==> src/logic/fp_pkg.sv <==
// FPU package with word types, operation enum, class-mask positions and NaN constants
package fp_pkg;

  // ========================================
  // Field widths of the single-precision word
  // ========================================
  localparam int EXP_WIDTH = 8;   // Biased exponent
  localparam int MAN_WIDTH = 23;  // Stored fraction, hidden bit not included

  // All-ones exponent, shared by infinity and NaN
  localparam logic [EXP_WIDTH-1:0] EXP_MAX = 8'd255;

  // Fraction MSB, set for quiet NaN and clear for signaling NaN
  localparam int QUIET_BIT = 22;

  // Raw FP bit pattern and integer register value
  typedef logic [EXP_WIDTH+MAN_WIDTH:0] fp_word_t;  // sign + exponent + fraction
  typedef logic [31:0]                  int_word_t;

  // Default quiet NaN returned when no operand can be passed through
  localparam fp_word_t CANONICAL_NAN = 32'h7FC0_0000;

  // ========================================
  // Operation codes
  // ========================================
  typedef enum logic [3:0] {
    OP_FSGNJ   = 4'd0,   // Sign from b
    OP_FSGNJN  = 4'd1,   // Inverted sign from b
    OP_FSGNJX  = 4'd2,   // XOR of both signs
    OP_FMIN    = 4'd3,
    OP_FMAX    = 4'd4,
    OP_FEQ     = 4'd5,   // Quiet compare
    OP_FLT     = 4'd6,   // Signaling compare
    OP_FLE     = 4'd7,   // Signaling compare
    OP_FCLASS  = 4'd8,   // One-hot class mask of a
    OP_FMV_X_W = 4'd9,   // FP bits to integer side
    OP_FMV_W_X = 4'd10   // Integer bits to FP side
  } fp_op_e;

  // ========================================
  // FCLASS mask bit positions
  // ========================================
  localparam int CLASS_WIDTH  = 10;

  localparam int CLS_NEG_INF  = 0;
  localparam int CLS_NEG_NORM = 1;
  localparam int CLS_NEG_SUB  = 2;
  localparam int CLS_NEG_ZERO = 3;
  localparam int CLS_POS_ZERO = 4;
  localparam int CLS_POS_SUB  = 5;
  localparam int CLS_POS_NORM = 6;
  localparam int CLS_POS_INF  = 7;
  localparam int CLS_SNAN     = 8;  // Signaling NaN, either sign
  localparam int CLS_QNAN     = 9;  // Quiet NaN, either sign

endpackage

==> src/logic/fp_compare_classify.sv <==
// Compare and classify datapath producing an integer result and invalid flag
module fp_compare_classify (
  input  fp_pkg::fp_op_e    op,         // Requested operation
  input  fp_pkg::fp_word_t  operand_a,  // rs1, also the FCLASS source
  input  fp_pkg::fp_word_t  operand_b,  // rs2
  output fp_pkg::int_word_t cc_result,  // 0/1 for compares, class mask for FCLASS
  output logic              cc_nv       // Invalid flag
);

  // ========================================
  // Operand field decode
  // ========================================
  logic                                           sign_a;
  logic                                           sign_b;
  logic [fp_pkg::EXP_WIDTH-1:0]                   exp_a;
  logic [fp_pkg::MAN_WIDTH-1:0]                   man_a;
  logic [fp_pkg::EXP_WIDTH+fp_pkg::MAN_WIDTH-1:0] mag_a;
  logic [fp_pkg::EXP_WIDTH+fp_pkg::MAN_WIDTH-1:0] mag_b;
  logic                                           nan_a;
  logic                                           nan_b;
  logic                                           any_nan;
  logic                                           any_snan;
  logic                                           both_zero;  // +0 and -0 compare equal
  logic                                           ord_eq;
  logic                                           ord_lt;
  logic [fp_pkg::CLASS_WIDTH-1:0]                 class_mask;

  assign sign_a = operand_a[fp_pkg::EXP_WIDTH+fp_pkg::MAN_WIDTH];
  assign sign_b = operand_b[fp_pkg::EXP_WIDTH+fp_pkg::MAN_WIDTH];
  assign exp_a  = operand_a[fp_pkg::MAN_WIDTH +: fp_pkg::EXP_WIDTH];
  assign man_a  = operand_a[fp_pkg::MAN_WIDTH-1:0];
  assign mag_a  = operand_a[fp_pkg::EXP_WIDTH+fp_pkg::MAN_WIDTH-1:0];
  assign mag_b  = operand_b[fp_pkg::EXP_WIDTH+fp_pkg::MAN_WIDTH-1:0];

  assign nan_a = (exp_a == fp_pkg::EXP_MAX) && (man_a != '0);
  assign nan_b = (operand_b[fp_pkg::MAN_WIDTH +: fp_pkg::EXP_WIDTH] == fp_pkg::EXP_MAX) &&
                 (operand_b[fp_pkg::MAN_WIDTH-1:0] != '0);

  assign any_nan  = nan_a | nan_b;
  assign any_snan = (nan_a && !operand_a[fp_pkg::QUIET_BIT]) ||
                    (nan_b && !operand_b[fp_pkg::QUIET_BIT]);

  assign both_zero = (mag_a == '0) && (mag_b == '0);

  // Ordered relations, valid only when neither operand is NaN
  assign ord_eq = (operand_a == operand_b) || both_zero;

  always_comb begin
    if (both_zero) begin
      ord_lt = 1'b0;            // Zero pair never ordered by sign
    end else if (sign_a != sign_b) begin
      ord_lt = sign_a;          // Negative side below
    end else if (sign_a) begin
      ord_lt = (mag_a > mag_b); // Both negative, order flips
    end else begin
      ord_lt = (mag_a < mag_b);
    end
  end

  // ========================================
  // FCLASS one-hot mask of operand a
  // ========================================
  always_comb begin
    class_mask = '0;
    if (exp_a == fp_pkg::EXP_MAX) begin
      if (man_a == '0) begin
        class_mask[sign_a ? fp_pkg::CLS_NEG_INF : fp_pkg::CLS_POS_INF] = 1'b1;
      end else if (man_a[fp_pkg::QUIET_BIT]) begin
        class_mask[fp_pkg::CLS_QNAN] = 1'b1;
      end else begin
        class_mask[fp_pkg::CLS_SNAN] = 1'b1;
      end
    end else if (exp_a == '0) begin
      // Zero exponent: zero or subnormal
      if (man_a == '0) begin
        class_mask[sign_a ? fp_pkg::CLS_NEG_ZERO : fp_pkg::CLS_POS_ZERO] = 1'b1;
      end else begin
        class_mask[sign_a ? fp_pkg::CLS_NEG_SUB : fp_pkg::CLS_POS_SUB] = 1'b1;
      end
    end else begin
      class_mask[sign_a ? fp_pkg::CLS_NEG_NORM : fp_pkg::CLS_POS_NORM] = 1'b1;
    end
  end

  // ========================================
  // Result select
  // ========================================
  always_comb begin
    cc_result = '0;
    cc_nv     = 1'b0;
    case (op)
      fp_pkg::OP_FEQ: begin
        cc_result = {31'd0, ord_eq & ~any_nan};
        cc_nv     = any_snan;  // Quiet compare
      end
      fp_pkg::OP_FLT: begin
        cc_result = {31'd0, ord_lt & ~any_nan};
        cc_nv     = any_nan;   // Signaling compare
      end
      fp_pkg::OP_FLE: begin
        cc_result = {31'd0, (ord_lt | ord_eq) & ~any_nan};
        cc_nv     = any_nan;
      end
      fp_pkg::OP_FCLASS: cc_result = {{(32-fp_pkg::CLASS_WIDTH){1'b0}}, class_mask};
      default: begin
        cc_result = '0;
        cc_nv     = 1'b0;
      end
    endcase
  end

endmodule

==> src/logic/fp_result_stage.sv <==
// Result select, move operations, output registers, done pulse and sticky invalid flag
module fp_result_stage (
  input  logic              clk,
  input  logic              rst_n,
  input  logic              start,        // One request per high cycle
  input  fp_pkg::fp_op_e    op,
  input  fp_pkg::fp_word_t  sm_result,    // Sign/min-max datapath
  input  logic              sm_nv,
  input  fp_pkg::int_word_t cc_result,    // Compare/classify datapath
  input  logic              cc_nv,
  input  fp_pkg::fp_word_t  operand_a,    // FMV.X.W source
  input  fp_pkg::int_word_t int_operand,  // FMV.W.X source
  input  logic              nv_clear,     // Clears the sticky flag
  output logic              done,         // One pulse per request
  output fp_pkg::fp_word_t  fp_result,
  output fp_pkg::int_word_t int_result,
  output logic              op_nv,        // Invalid flag of the completed op
  output logic              nv_sticky     // Accumulated invalid flag
);

  // ========================================
  // Per-operation result select
  // ========================================
  fp_pkg::fp_word_t  sel_fp;
  fp_pkg::int_word_t sel_int;
  logic              sel_nv;

  // Unused result side stays zero
  always_comb begin
    sel_fp  = '0;
    sel_int = '0;
    sel_nv  = 1'b0;
    case (op)
      fp_pkg::OP_FSGNJ, fp_pkg::OP_FSGNJN, fp_pkg::OP_FSGNJX,
      fp_pkg::OP_FMIN, fp_pkg::OP_FMAX: begin
        sel_fp = sm_result;
        sel_nv = sm_nv;    // Always 0 for sign injection
      end
      fp_pkg::OP_FEQ, fp_pkg::OP_FLT, fp_pkg::OP_FLE, fp_pkg::OP_FCLASS: begin
        sel_int = cc_result;
        sel_nv  = cc_nv;   // Always 0 for FCLASS
      end
      // Bit moves, no conversion and no flags
      fp_pkg::OP_FMV_X_W: sel_int = operand_a;
      fp_pkg::OP_FMV_W_X: sel_fp  = int_operand;
      default: begin
        sel_fp  = '0;
        sel_int = '0;
        sel_nv  = 1'b0;
      end
    endcase
  end

  // ========================================
  // Output registers
  // ========================================
  always_ff @(posedge clk) begin
    if (!rst_n) begin
      done  <= 1'b0;
      op_nv <= 1'b0;
    end else begin
      done  <= start;           // Single-cycle pulse per start
      op_nv <= start & sel_nv;  // Low outside a done cycle
    end
  end

  // Results only meaningful while done is high
  always_ff @(posedge clk) begin
    if (!rst_n) begin
      fp_result  <= '0;
      int_result <= '0;
    end else if (start) begin
      fp_result  <= sel_fp;
      int_result <= sel_int;
    end
  end

  // Sticky flag: clear first, then OR in the flag of the op completing now
  // A clear and an invalid completion at the same edge leave it set
  always_ff @(posedge clk) begin
    if (!rst_n) begin
      nv_sticky <= 1'b0;
    end else begin
      nv_sticky <= (nv_sticky & ~nv_clear) | op_nv;
    end
  end

endmodule

==> src/logic/fp_sign_minmax.sv <==
// Sign injection and min/max datapath with signaling-NaN invalid flag
module fp_sign_minmax (
  input  fp_pkg::fp_op_e   op,         // Requested operation
  input  fp_pkg::fp_word_t operand_a,  // rs1
  input  fp_pkg::fp_word_t operand_b,  // rs2
  output fp_pkg::fp_word_t sm_result,  // FP result, zero for other ops
  output logic             sm_nv       // Invalid flag, min/max only
);

  // ========================================
  // Operand field decode
  // ========================================
  logic                                              sign_a;
  logic                                              sign_b;
  logic [fp_pkg::EXP_WIDTH+fp_pkg::MAN_WIDTH-1:0]    mag_a;   // Exponent and fraction
  logic [fp_pkg::EXP_WIDTH+fp_pkg::MAN_WIDTH-1:0]    mag_b;
  logic                                              nan_a;
  logic                                              nan_b;
  logic                                              snan_a;
  logic                                              snan_b;
  logic                                              a_lt_b;  // Total order, -0 below +0
  logic                                              is_max;

  assign sign_a = operand_a[fp_pkg::EXP_WIDTH+fp_pkg::MAN_WIDTH];
  assign sign_b = operand_b[fp_pkg::EXP_WIDTH+fp_pkg::MAN_WIDTH];
  assign mag_a  = operand_a[fp_pkg::EXP_WIDTH+fp_pkg::MAN_WIDTH-1:0];
  assign mag_b  = operand_b[fp_pkg::EXP_WIDTH+fp_pkg::MAN_WIDTH-1:0];

  // NaN: exponent all ones with a nonzero fraction
  assign nan_a = (operand_a[fp_pkg::MAN_WIDTH +: fp_pkg::EXP_WIDTH] == fp_pkg::EXP_MAX) &&
                 (operand_a[fp_pkg::MAN_WIDTH-1:0] != '0);
  assign nan_b = (operand_b[fp_pkg::MAN_WIDTH +: fp_pkg::EXP_WIDTH] == fp_pkg::EXP_MAX) &&
                 (operand_b[fp_pkg::MAN_WIDTH-1:0] != '0);

  // Signaling when the quiet bit is clear
  assign snan_a = nan_a && !operand_a[fp_pkg::QUIET_BIT];
  assign snan_b = nan_b && !operand_b[fp_pkg::QUIET_BIT];

  // Sign-magnitude ordering
  // Differing signs: the negative one is smaller, which also puts -0 under +0
  // Both negative: the larger magnitude is the smaller value
  always_comb begin
    if (sign_a != sign_b) begin
      a_lt_b = sign_a;
    end else if (sign_a) begin
      a_lt_b = (mag_a > mag_b);
    end else begin
      a_lt_b = (mag_a < mag_b);
    end
  end

  assign is_max = (op == fp_pkg::OP_FMAX);

  // ========================================
  // Result select
  // ========================================
  always_comb begin
    sm_result = '0;  // Ops outside this datapath
    sm_nv     = 1'b0;
    case (op)
      // Magnitude of a always kept, only the sign source changes
      fp_pkg::OP_FSGNJ:  sm_result = {sign_b, mag_a};
      fp_pkg::OP_FSGNJN: sm_result = {~sign_b, mag_a};
      fp_pkg::OP_FSGNJX: sm_result = {sign_a ^ sign_b, mag_a};

      fp_pkg::OP_FMIN, fp_pkg::OP_FMAX: begin
        sm_nv = snan_a | snan_b;  // Quiet NaNs raise nothing
        if (nan_a && nan_b) begin
          sm_result = fp_pkg::CANONICAL_NAN;
        end else if (nan_a) begin
          sm_result = operand_b;  // NaN loses to a number
        end else if (nan_b) begin
          sm_result = operand_a;
        end else begin
          // Min keeps a when smaller, max keeps a when not smaller
          sm_result = (a_lt_b ^ is_max) ? operand_a : operand_b;
        end
      end

      default: begin
        sm_result = '0;
        sm_nv     = 1'b0;
      end
    endcase
  end

endmodule

==> src/logic/fpu_top.sv <==
// FPU top level joining the sign/min-max and compare/classify datapaths to the result stage
module fpu_top (
  input  logic              clk,
  input  logic              rst_n,
  input  logic              start,        // Request strobe, no back-pressure
  input  fp_pkg::fp_op_e    op,
  input  fp_pkg::fp_word_t  operand_a,
  input  fp_pkg::fp_word_t  operand_b,
  input  fp_pkg::int_word_t int_operand,  // FMV.W.X only
  input  logic              nv_clear,
  output logic              done,
  output fp_pkg::fp_word_t  fp_result,
  output fp_pkg::int_word_t int_result,
  output logic              op_nv,
  output logic              nv_sticky
);

  // ========================================
  // Combinational datapaths
  // ========================================
  fp_pkg::fp_word_t  sm_result;
  logic              sm_nv;
  fp_pkg::int_word_t cc_result;
  logic              cc_nv;

  // FP-result ops: sign injection, min, max
  fp_sign_minmax i_sign_minmax (
    .op        (op),
    .operand_a (operand_a),
    .operand_b (operand_b),
    .sm_result (sm_result),
    .sm_nv     (sm_nv)
  );

  // Integer-result ops: compares and classify
  fp_compare_classify i_compare_classify (
    .op        (op),
    .operand_a (operand_a),
    .operand_b (operand_b),
    .cc_result (cc_result),
    .cc_nv     (cc_nv)
  );

  // ========================================
  // Registered result stage
  // ========================================
  fp_result_stage i_result_stage (
    .clk         (clk),
    .rst_n       (rst_n),
    .start       (start),
    .op          (op),
    .sm_result   (sm_result),
    .sm_nv       (sm_nv),
    .cc_result   (cc_result),
    .cc_nv       (cc_nv),
    .operand_a   (operand_a),   // Moves bypass the datapaths
    .int_operand (int_operand),
    .nv_clear    (nv_clear),
    .done        (done),
    .fp_result   (fp_result),
    .int_result  (int_result),
    .op_nv       (op_nv),
    .nv_sticky   (nv_sticky)
  );

endmodule

==> config.mk <==
export PLATFORM = sky130hd
export DESIGN_NAME = fpu_top
export DESIGN_NICKNAME = d
export VERILOG_FILES = /design/src/logic/fp_pkg.sv /design/src/logic/fp_compare_classify.sv /design/src/logic/fp_result_stage.sv /design/src/logic/fp_sign_minmax.sv /design/src/logic/fpu_top.sv
export SDC_FILE = /design/constraint.sdc
export NUM_CORES = 1
export LEC_CHECK = 0
export ABC_AREA = 0
export BUFFER_PORTS_ARGS = -buffer_cell sky130_fd_sc_hd__buf_2
export CAP_MARGIN = 25
export CORE_ASPECT_RATIO = 1.2
export CORE_MARGIN = 5
export CORE_UTILIZATION = 54
export DETAILED_ROUTE_END_ITERATION = 10
export MAX_ROUTING_LAYER = met4
export PLACE_DENSITY = 0.94
export SYNTH_ARGS = -nofsm -noshare
export SYNTH_HDL_FRONTEND = slang
export SYNTH_SLANG_ARGS = --single-unit
==> constraint.sdc <==
create_clock -name clk -period 5.8 [get_ports clk]
set_input_delay 0.29 -clock clk [delete_from_list [all_inputs] [get_ports clk]]
set_output_delay 0.29 -clock clk [all_outputs]
set_load 0.05 [all_outputs]
==> flow_metrics.env, run 1 <==
export IMPL_switchingPower_uw=418
export IMPL_endpoint_kind="register"
export IMPL_tightest_slew_ps=1000
export IMPL_p_sw_frac=0.354
export IMPL_antenna_found_initial=1
export IMPL_setup_slack_ps=2850
export IMPL_rows=36
export IMPL_cts_resized=0
export IMPL_finalCriticalPeriod_ps=2950
export IMPL_slew_violations=0
export IMPL_syn_nets=712
export IMPL_arrival_ps=3190
export IMPL_wl_met2_um=7260
export IMPL_dpl_hpwl_um=11600
export IMPL_wire_per_inst_um=18.5
export IMPL_final_common_cell="buf_2"
export IMPL_clk_pin_slew_ps=80
export IMPL_finalHoldViolations=0
export IMPL_layout_common_cells="170 x buf_2, 76 x nand2_1, 67 x dfxtp_1"
export IMPL_nFillCells=702
export IMPL_place_congestion=0.987
export IMPL_rsz0062_at_grt="no"
export IMPL_fin_nets=863
export IMPL_dp_cells=811
export IMPL_place_ws_ps=2510
export IMPL_clock_latency_ps=360
export IMPL_grt_overflow_total=0
export IMPL_multi_input_area_um2=2820
export IMPL_seq_power_share=0.411
export IMPL_max_stage_delay_ps=460
export IMPL_die_x_um=93.1
export IMPL_outcome="finished clean"
export IMPL_die_h_um=110
export IMPL_start_util=0.552
export IMPL_skew_ps=0.444
export IMPL_ant_nets=0
export IMPL_critPathSlowestCell="a221oi_1"
export IMPL_cp_start_kind="input port"
export IMPL_final_setup_viol_count=0
export IMPL_synth_ff_type="dfxtp_1"
export IMPL_cts_sinks=67
export IMPL_cpLargestDelayFamily="simple AND/OR/NAND/NOR gates"
export IMPL_grt_pass1_vias=5047
export IMPL_fmax_mhz=339
export IMPL_io_buffers=170
export IMPL_wirelength_met1_um=5750
export IMPL_clock_path_buffers=2
export IMPL_cp_required_ps=6040
export IMPL_vias_per_cell=6.17
export IMPL_drive_gt1_frac=0.299
export IMPL_grt_pass1_wl_um=24100
export IMPL_yosysSeqAreaShare=0.300
export IMPL_synth_area_um2=4480
export IMPL_powerDensity_nw_per_um2=213
export IMPL_hold_path_class="in2reg"
export IMPL_crit_chain="buf_2 -> inv_1 -> ha_1 -> and4_1 -> and4bb_1 -> and3_1 -> a2bb2oi_2 -> and3_4 -> o211ai_4 -> a221o_1 -> buf_4 -> a221oi_1 -> nor2_1"
export IMPL_grt_total_usage=0.310
export IMPL_dr_max_layer_used="met4"
export IMPL_cts_tree="yes"
export IMPL_drtPass1Iterations=6
export IMPL_vdd_ir_drop_worst_mv=0.136
export IMPL_coreArea_um2=8110
export IMPL_p_clk_frac=0.320
export IMPL_drtIter0Drc=433
export IMPL_critPathKind="in2reg"
export IMPL_grt_max_degree=68
export IMPL_synth_cells=577
export IMPL_wl_met3_um=1510
export IMPL_dieArea_um2=10200
export IMPL_cts_root_buf="clkbuf_8"
export IMPL_hold_buffers=0
export IMPL_cts_htree_levels=3
export IMPL_relSlewSlack=0.332
export IMPL_crit_buf_inv=3
export IMPL_power_frac_comb=0.269
export IMPL_postCtsSetupBuffers=0
export IMPL_timing_final_crit_share=0.509
export IMPL_synthDistinctLibCells=54
export IMPL_syn_area_per_cell_um2=7.76
export IMPL_synth_seq_cells=67
export IMPL_path_max_fanout=30
export IMPL_p_leak_nw=2.56
export IMPL_register_area_um2=1340
export IMPL_setup_tns_ps=0
export IMPL_yosysWarnings=0
export IMPL_drc=0
export IMPL_synth_edf_count=0
export IMPL_areaGrowthSynthToFinish_pct=23.7
export IMPL_cts_buffers=9
export IMPL_wl_um=15300
export IMPL_vias=5118
export IMPL_synthArstFlopShare=0
export IMPL_cap_viol_max_count=0
export IMPL_p_int_uw=763
export IMPL_io_pin_count=171
export IMPL_final_cells=829
==> stage by stage <==
step	instance area, um^2	hold WS (ps)	utilization	power (mW)
5_1_grt	5540	186	0.683	1.24
3_3_place_gp	5320	461	0.656	0.801
2_1_floorplan	4480	366	-	0.696
6_report	5540	206	0.683	1.18
3_5_place_dp	5320	461	0.656	0.809
4_1_cts	5510	193	0.679	1.18
==> area by class of cell <==
| cell class | count | area share |
|---|---|---|
| Clock buffer | 11 | 0.0273 |
| Sequential cell | 67 | 0.242 |
| Timing Repair Buffer | 175 | 0.164 |
| Clock inverter | 5 | 0.00633 |
| Inverter | 43 | 0.0291 |
| Antenna cell | 1 | 0.000452 |
| Multi-Input combinational cell | 432 | 0.509 |
| Tap cell | 95 | 0.0215 |
==> cell usage after synthesis, types with 2 or more instances <==
cell type | instances | area share
a211oi_1 | 2 | 0.0034
a21boi_0 | 22 | 0.037
a21oi_1 | 13 | 0.015
a221o_1 | 2 | 0.0045
a221oi_1 | 11 | 0.022
a221oi_2 | 20 | 0.067
a22oi_1 | 4 | 0.0067
a31oi_1 | 3 | 0.0042
a32o_1 | 2 | 0.0045
a32oi_1 | 6 | 0.012
and2_1 | 12 | 0.017
and3_1 | 2 | 0.0028
and4_1 | 3 | 0.0059
buf_1 | 2 | 0.0017
buf_4 | 3 | 0.0050
buf_6 | 2 | 0.0050
clkbuf_1 | 28 | 0.023
dfxtp_1 | 67 | 0.30
ha_1 | 31 | 0.087
inv_1 | 43 | 0.036
nand2_1 | 76 | 0.064
nand2b_1 | 24 | 0.034
nand3_1 | 31 | 0.035
nand4_1 | 10 | 0.014
nor2_1 | 48 | 0.040
nor2b_1 | 5 | 0.0070
nor3_1 | 8 | 0.0089
nor4_1 | 15 | 0.021
o211ai_1 | 3 | 0.0050
o21a_1 | 2 | 0.0034
o21ai_0 | 42 | 0.047
o21ai_1 | 4 | 0.0045
o22ai_1 | 9 | 0.013
or3_1 | 2 | 0.0028
==> kinds of logic after synthesis <==
group,Yosys count,synth area share
DFF,67,0.300
and+or+nand+nor,242,0.264
adders and majority gates,31,0.0866
muxes,1,0.00252
buffers and inverters,78,0.0713
AOI/OAI and AO/OA,156,0.272
xor gates and xnor gates,2,0.00391
==> power groups by stage <==
stage,clock network [mW],logic (mW),registers (mW)
4_1_cts,0.382,0.313,0.486
2_1_floorplan,0,0.139,0.557
6_report,0.377,0.317,0.486
3_5_place_dp,0,0.312,0.496
5_1_grt,0.411,0.343,0.488
3_3_place_gp,0,0.305,0.496
==> worst register-to-register path: cells and delay by family, from the launching register on <==
kind               cells  cell delay (ps)
AOI/OAI and AO/OA      2              340
muxes                  1              260
DFF                    1              320
==> worst paths after layout <==
| kind | start | cells after the start | slack (ps) | endpoint |
|---|---|---|---|---|
| setup / recovery | operand_b[18] | 13 | 2850 | i_result_stage.fp_result[25] |
| hold / removal | operand_b[20] | 3 | 210 | i_result_stage.fp_result[20] |
| setup reg to reg | i_result_stage.fp_result[31] | 3 | 4760 | i_result_stage.fp_result[31] |
| hold reg to reg | i_result_stage.int_result[10] | 2 | 480 | i_result_stage.int_result[10] |
==> per-layer routing <==
layer  GRT usage  up-vias
met5           -        -
met4       0.176        0
li1            -     2387
met3      0.0712       69
met1       0.338     2349
met2       0.519      313
==> registers in the layout (all words and copies together) (netlist names) <==
| name | flops |
|---|---|
| i_result_stage.int_result | 32 |
| i_result_stage.nv_sticky | 1 |
| i_result_stage.fp_result | 32 |
| i_result_stage.op_nv | 1 |
| i_result_stage.done | 1 |
(Power assumes the default switching activity.)
==> run 2: changes to the inputs <==
--- a/config.mk
+++ b/config.mk
@@ -10,10 +10,10 @@
 export CAP_MARGIN = 25
 export CORE_ASPECT_RATIO = 1.2
 export CORE_MARGIN = 5
-export CORE_UTILIZATION = 54
+export CORE_UTILIZATION = 50
 export DETAILED_ROUTE_END_ITERATION = 10
 export MAX_ROUTING_LAYER = met4
-export PLACE_DENSITY = 0.94
+export PLACE_DENSITY = 0.88
 export SYNTH_ARGS = -nofsm -noshare
 export SYNTH_HDL_FRONTEND = slang
 export SYNTH_SLANG_ARGS = --single-unit
==> constraint.sdc (replaced) <==
create_clock -name clk -period 3 [get_ports clk]
set_input_delay 0.15 -clock clk [delete_from_list [all_inputs] [get_ports clk]]
set_output_delay 0.15 -clock clk [all_outputs]
set_load 0.05 [all_outputs]
==> flow_metrics.env, run 2 (synthesis results as in run 1) <==
export IMPL_outcome="finished clean"
export IMPL_cp_required_ps=3260
export IMPL_vias=5131
export IMPL_switchingPower_uw=845
export IMPL_hold_path_class="in2reg"
export IMPL_crit_chain="buf_2 -> inv_1 -> ha_1 -> a21oi_1 -> o21ai_0 -> a221oi_1 -> o2bb2ai_1 -> or3_1 -> o211ai_4 -> a21oi_2 -> buf_12 -> a221oi_1 -> nor2_1"
export IMPL_grt_pass1_wl_um=24700
export IMPL_drtIter0Drc=360
export IMPL_reg_top3="i_result_stage.fp_result: 32 flops, i_result_stage.int_result: 32 flops"
export IMPL_cap_viol_max_count=0
export IMPL_slew_violations=0
export IMPL_p_sw_frac=0.367
export IMPL_hold_buffers=0
export IMPL_p_total_mw=2.30
export IMPL_clk_pin_slew_ps=90
export IMPL_grt_total_usage=0.303
export IMPL_timing_final_crit_share=0.912
export IMPL_drive_gt1_frac=0.326
export IMPL_n_antenna_cell=0
export IMPL_path_max_fanout=13
export IMPL_finalInstanceArea_um2=5780
export IMPL_wire_per_inst_um=18.5
export IMPL_p_clk_frac=0.308
export IMPL_io_pin_count=171
export IMPL_cts_htree_levels=3
export IMPL_powerDensity_nw_per_um2=398
export IMPL_fin_nets=893
export IMPL_drtPass1Iterations=7
export IMPL_clock_path_buffers=2
export IMPL_cts_sinks=67
export IMPL_vias_per_cell=5.83
export IMPL_placed_area_um2=5610
export IMPL_endpoint_kind="register"
export IMPL_wl_um=16200
export IMPL_cp_start_kind="input port"
export IMPL_skew_ps=0.0843
export IMPL_coreArea_um2=8660
export IMPL_grt_max_degree=43
export IMPL_seq_power_share=0.408
export IMPL_grt_overflow_total=0
export IMPL_cts_tree="yes"
export IMPL_die_x_um=96.4
export IMPL_postCtsSetupBuffers=0
export IMPL_areaGrowthSynthToFinish_pct=29.2
export IMPL_clock_latency_ps=360
export IMPL_place_congestion=1.04
export IMPL_crit_buf_inv=3
export IMPL_final_common_cell="buf_2"
export IMPL_antenna_found_initial=0
export IMPL_nFillCells=769
export IMPL_start_util=0.517
export IMPL_fmax_mhz=365
export IMPL_ant_nets=0
export IMPL_io_buffers=170
export IMPL_drc=0
export IMPL_cts_buffers=9
export IMPL_cts_resized=0
export IMPL_power_frac_comb=0.283
export IMPL_tightest_slew_ps=925
export IMPL_critPathSlowestCell="a221oi_1"
export IMPL_die_h_um=114
export IMPL_rows=37
export IMPL_grt_pass1_vias=5087
export IMPL_final_setup_viol_count=0
export IMPL_finalHoldViolations=0
export IMPL_cpLargestDelayFamily="compound AO/OA/AOI/OAI gates"
export IMPL_path_common_cell="a221oi_1"
export IMPL_critPathKind="in2reg"
export IMPL_layout_common_cells="170 x buf_2, 76 x nand2_1, 67 x dfxtp_1"
export IMPL_p_leak_nw=2.70
export IMPL_relSlewSlack=0.380
export IMPL_dieArea_um2=11000
export IMPL_rsz0062_at_grt="no"
export IMPL_p_int_mw=1.46
export IMPL_cts_root_buf="clkbuf_8"
export IMPL_finalCriticalPeriod_ps=2740
export IMPL_vdd_ir_drop_worst_mv=0.194
export IMPL_arrival_ps=3000
export IMPL_dpl_hpwl_um=12900
export IMPL_max_stage_delay_ps=510
[run 2: cell count changes in the layout (fill, tap and decap cells not counted)]
| cell | change |
|---|---|
| buf_4 | +29 |
| clkinv_4 | +1 |
| clkinvlp_4 | +1 |
| buf_12 | +2 |
| buf_16 | -1 |
| clkbuf_8 | -2 |
| diode_2 | -1 |
[run 2: tightest hold or removal path: cells and delay by family]
kind | cells | cell delay [ps]
compound gates | 1 | 70
simple gates | 1 | 70
buf+inv | 1 | 120
[run 2: path summary, 6_finish.rpt]
kind,from,slack [ps],to,depth (start not counted)
worst max-delay path,operand_b[24],260,i_result_stage.fp_result[6],13
worst min-delay path,operand_b[21],60,i_result_stage.fp_result[21],3
worst max register to register,i_result_stage.fp_result[31],1940,i_result_stage.fp_result[31],3
worst min register to register,i_result_stage.op_nv,470,i_result_stage.nv_sticky,1
[run 2: layer usage]
layer	GRT usage	part of all wire	vias up
li1	-	-	2447
met2	0.507	0.48	279
met4	0.203	0.058	0
met1	0.330	0.37	2344
met5	-	0	-
met3	0.0383	0.084	61
[run 2: layout make-up]
cell class / count / area [um^2] / area share
Multi-Input combinational cell: 432 / 2820 / 0.488
Sequential cell: 67 / 1340 / 0.232
Tap cell: 117 / 146 / 0.0253
Clock buffer: 9 / 124 / 0.0214
Timing Repair Buffer: 205 / 1140 / 0.197
Inverter: 43 / 161 / 0.0279
Clock inverter: 7 / 51.3 / 0.00887
[run 2: power groups by stage]
stage	combinational [mW]	clock [mW]	sequential [mW]
floorplan	0.268	0	1.08
global placement	0.630	0	0.958
detailed placement	0.643	0	0.960
CTS	0.646	0.718	0.939
global route	0.701	0.751	0.943
finish	0.653	0.710	0.940
[run 2: through the flow]
| stage | hold WS [ps] | setup WS, ps | instances | util | TNS, ps |
|---|---|---|---|---|---|
| CTS | 45.3 | 302 | 880 | 0.668 | 0 |
| floorplan | 226 | 517 | 577 | - | 0 |
| detailed placement | 432 | -91.6 | 864 | 0.648 | -939 |
| finish | 62.4 | 263 | 880 | 0.668 | 0 |
| global placement | 418 | 32.9 | 864 | 0.648 | 0 |
| global route | 62.8 | 61.4 | 880 | 0.668 | 0 |
==> run 3: changes to the inputs <==
--- a/config.mk
+++ b/config.mk
@@ -10,10 +10,12 @@
 export CAP_MARGIN = 25
 export CORE_ASPECT_RATIO = 1.2
 export CORE_MARGIN = 5
-export CORE_UTILIZATION = 50
+export CORE_UTILIZATION = 55
 export DETAILED_ROUTE_END_ITERATION = 10
+export GPL_TIMING_DRIVEN = 0
 export MAX_ROUTING_LAYER = met4
-export PLACE_DENSITY = 0.88
+export PLACE_DENSITY = 0.9
 export SYNTH_ARGS = -nofsm -noshare
 export SYNTH_HDL_FRONTEND = slang
+export SYNTH_HIERARCHICAL = 1
 export SYNTH_SLANG_ARGS = --single-unit
==> flow_metrics.env, run 3 <==
export IMPL_areaGrowthSynthToFinish_pct=21.9
export IMPL_synth_cells=920
export IMPL_skew_ps=0.0425
export IMPL_grt_max_degree=14
export IMPL_place_congestion=1.05
export IMPL_yosysWarnings=6
export IMPL_cts_tree="yes"
export IMPL_cpLargestDelayFamily="simple AND/OR/NAND/NOR gates"
export IMPL_drive_gt1_frac=0.250
export IMPL_cp_start_kind="input port"
export IMPL_synthArstFlopShare=0
export IMPL_wl_um=25200
export IMPL_cap_viol_max_count=0
export IMPL_synth_area_leaders="dfxtp_1 20%, ha_1 12%, nand2_1 9.8%, a31oi_1 6.3%, o21ai_0 5.8%"
export IMPL_n_antenna_cell=0
export IMPL_p_total_mw=3.10
export IMPL_clk_pin_slew_ps=70
export IMPL_path_max_fanout=19
export IMPL_yosysMostFrequentCell="nand2_1"
export IMPL_die_h_um=130
export IMPL_vias=8199
export IMPL_yosysSeqAreaShare=0.203
export IMPL_fmax_mhz=346
export IMPL_finalHoldViolations=0
export IMPL_die_x_um=110
export IMPL_antenna_found_initial=0
export IMPL_tightest_slew_ps=815
export IMPL_slew_violations=0
export IMPL_ant_nets=0
export IMPL_p_leak_nw=3.71
export IMPL_setup_slack_ps=110
export IMPL_clock_latency_ps=340
export IMPL_vias_per_cell=6.39
export IMPL_critPathSlowestCell="a211oi_4"
export IMPL_synth_top_area_share=0.203
export IMPL_final_setup_viol_count=0
export IMPL_coreArea_um2=11700
export IMPL_syn_area_per_cell_um2=7.18
export IMPL_cts_sinks=67
export IMPL_arrival_ps=3090
export IMPL_clock_path_buffers=2
export IMPL_place_ws_ps=-216
export IMPL_relSlewSlack=0.451
export IMPL_grt_overflow_total=0
export IMPL_grt_total_usage=0.355
export IMPL_cts_root_buf="clkbuf_16"
export IMPL_cts_buffers=9
export IMPL_endpoint_kind="register"
export IMPL_drc=0
export IMPL_dpl_hpwl_um=18600
export IMPL_hold_buffers=0
export IMPL_rows=43
export IMPL_max_stage_delay_ps=380
export IMPL_finalCriticalPeriod_ps=2890
export IMPL_reg_top3="i_result_stage/fp_result: 32 flops, i_result_stage/int_result: 32 flops"
export IMPL_dieArea_um2=14300
export IMPL_powerDensity_nw_per_um2=386
export IMPL_path_common_cell="buf_6"
export IMPL_timing_final_crit_share=0.963
export IMPL_crit_chain="buf_2 -> inv_1 -> ha_1 -> and4_2 -> nand3_1 -> nor3_4 -> o21ai_2 -> a211oi_4 -> and3_1 -> buf_6 -> o21a_4 -> buf_6 -> o211ai_2 -> nand2_1 -> a31oi_1"
export IMPL_critPathKind="in2reg"
export IMPL_synth_edf_count=0
export IMPL_crit_buf_inv=4
export IMPL_synth_commonest_cells="172 x nand2_1, 77 x o21ai_0, 70 x inv_1"
export IMPL_synthDistinctLibCells=68
export IMPL_final_common_cell="buf_2"
export IMPL_vdd_ir_drop_worst_mv=0.255
export IMPL_drtIter0Drc=930
export IMPL_cts_htree_levels=3
export IMPL_io_buffers=168
export IMPL_synth_area_leader_cell="dfxtp_1"
export IMPL_drtPass1Iterations=5
export IMPL_io_pin_count=171
export IMPL_cp_required_ps=3200
export IMPL_grt_pass1_vias=7761
export IMPL_synth_seq_cells=67
export IMPL_fin_nets=1287
export IMPL_wire_per_inst_um=19.7
export IMPL_outcome="finished clean"
export IMPL_layout_common_cells="181 x buf_2, 172 x nand2_1, 77 x o21ai_0"
export IMPL_utilization=0.689
export IMPL_grt_pass1_wl_um=38800
export IMPL_start_util=0.565
export IMPL_hold_path_class="in2reg"
export IMPL_synth_area_um2=6600
export IMPL_synth_ff_type="dfxtp_1"
[run 3: changes by cell type in the layout (fill, tap and decap cells not counted), sizes merged, moves of 27 or more]
| cell | before | now |
|---|---|---|
| a221oi | 31 | 3 |
| o21ai | 46 | 80 |
| ha | 31 | 62 |
| nand2 | 76 | 172 |
| inv | 45 | 72 |
| clkbuf | 9 | 48 |
| nor2 | 48 | 21 |
| a21oi | 14 | 56 |
| a31oi | 3 | 66 |
[run 3: cell type report]
class                   count  area, um^2
plain buffers              81         483
multi-input cells         722        4610
repair buffers            170         853
clock buffers               9         225
well taps                 157         196
inverters                  70         263
flip-flops and latches     67        1340
clock inverters             7        75.1
fillers                  1063        3630
[run 3: path summary, 6_finish.rpt]
path | startpoint | end | slack [ps] | depth (start not counted)
worst min-delay path | int_operand[25] | i_result_stage/fp_result[25] | 60 | 3
worst max-delay path | operand_b[22] | i_result_stage/fp_result[14] | 110 | 15
worst min register to register | i_result_stage/fp_result[27] | i_result_stage/fp_result[27] | 530 | 2
worst max register to register | i_result_stage/int_result[2] | i_result_stage/int_result[2] | 2160 | 2
[run 3: cell families (layout without fill, tap and decap cells)]
logic type / after synthesis / after routing / synth area share
muxes: 1 / 1 / 0.00341
DFF: 67 / 67 / 0.203
AOI/OAI and AO/OA: 297 / 297 / 0.307
buffers and inverters: 152 / 337 / 0.114
xor gates and xnor gates: 2 / 2 / 0.00265
adders and majority gates: 62 / 62 / 0.118
and+or+nand+nor: 338 / 338 / 0.252
other: 1 / 22 / 0.000568
[run 3: per-layer routing]
layer / vias to the layer above / part of all wire / GRT usage
met4: 0 / 0.070 / 0.206
met2: 550 / 0.46 / 0.573
met3: 144 / 0.099 / 0.0619
li1: 3734 / - / -
met1: 3771 / 0.37 / 0.410
met5: - / 0 / -
[run 3: where the power goes]
| part | internal, mW | switching (mW) |
|---|---|---|
| sequential | 0.941 | 0.0246 |
| clock | 0.648 | 0.456 |
| combinational | 0.328 | 0.704 |
| total | 1.92 | 1.18 |
[run 3: worst register-to-register path, stage by stage, from the launching register on]
cell	delay (ps)
dfxtp_1	330
o21ai_0	270
a31oi_1	100
[run 3: metrics by stage]
step / hold WS (ps) / cells / setup TNS [ps] / area [um^2]
CTS: 61.7 / 1283 / 0 / 8020
finish: 61.8 / 1283 / 0 / 8040
global placement: 414 / 1266 / -1290 / 7720
global route: 81.5 / 1283 / -85.8 / 8040
detailed placement: 417 / 1267 / -3170 / 7720
floorplan: 305 / 941 / 0 / 6680
[run 3: what timing repair did]
action	CTS	global route
buffers inserted	0	1
endpoints found under the hold margin	0	0
setup endpoints to repair	0	19
resized for setup	0	3
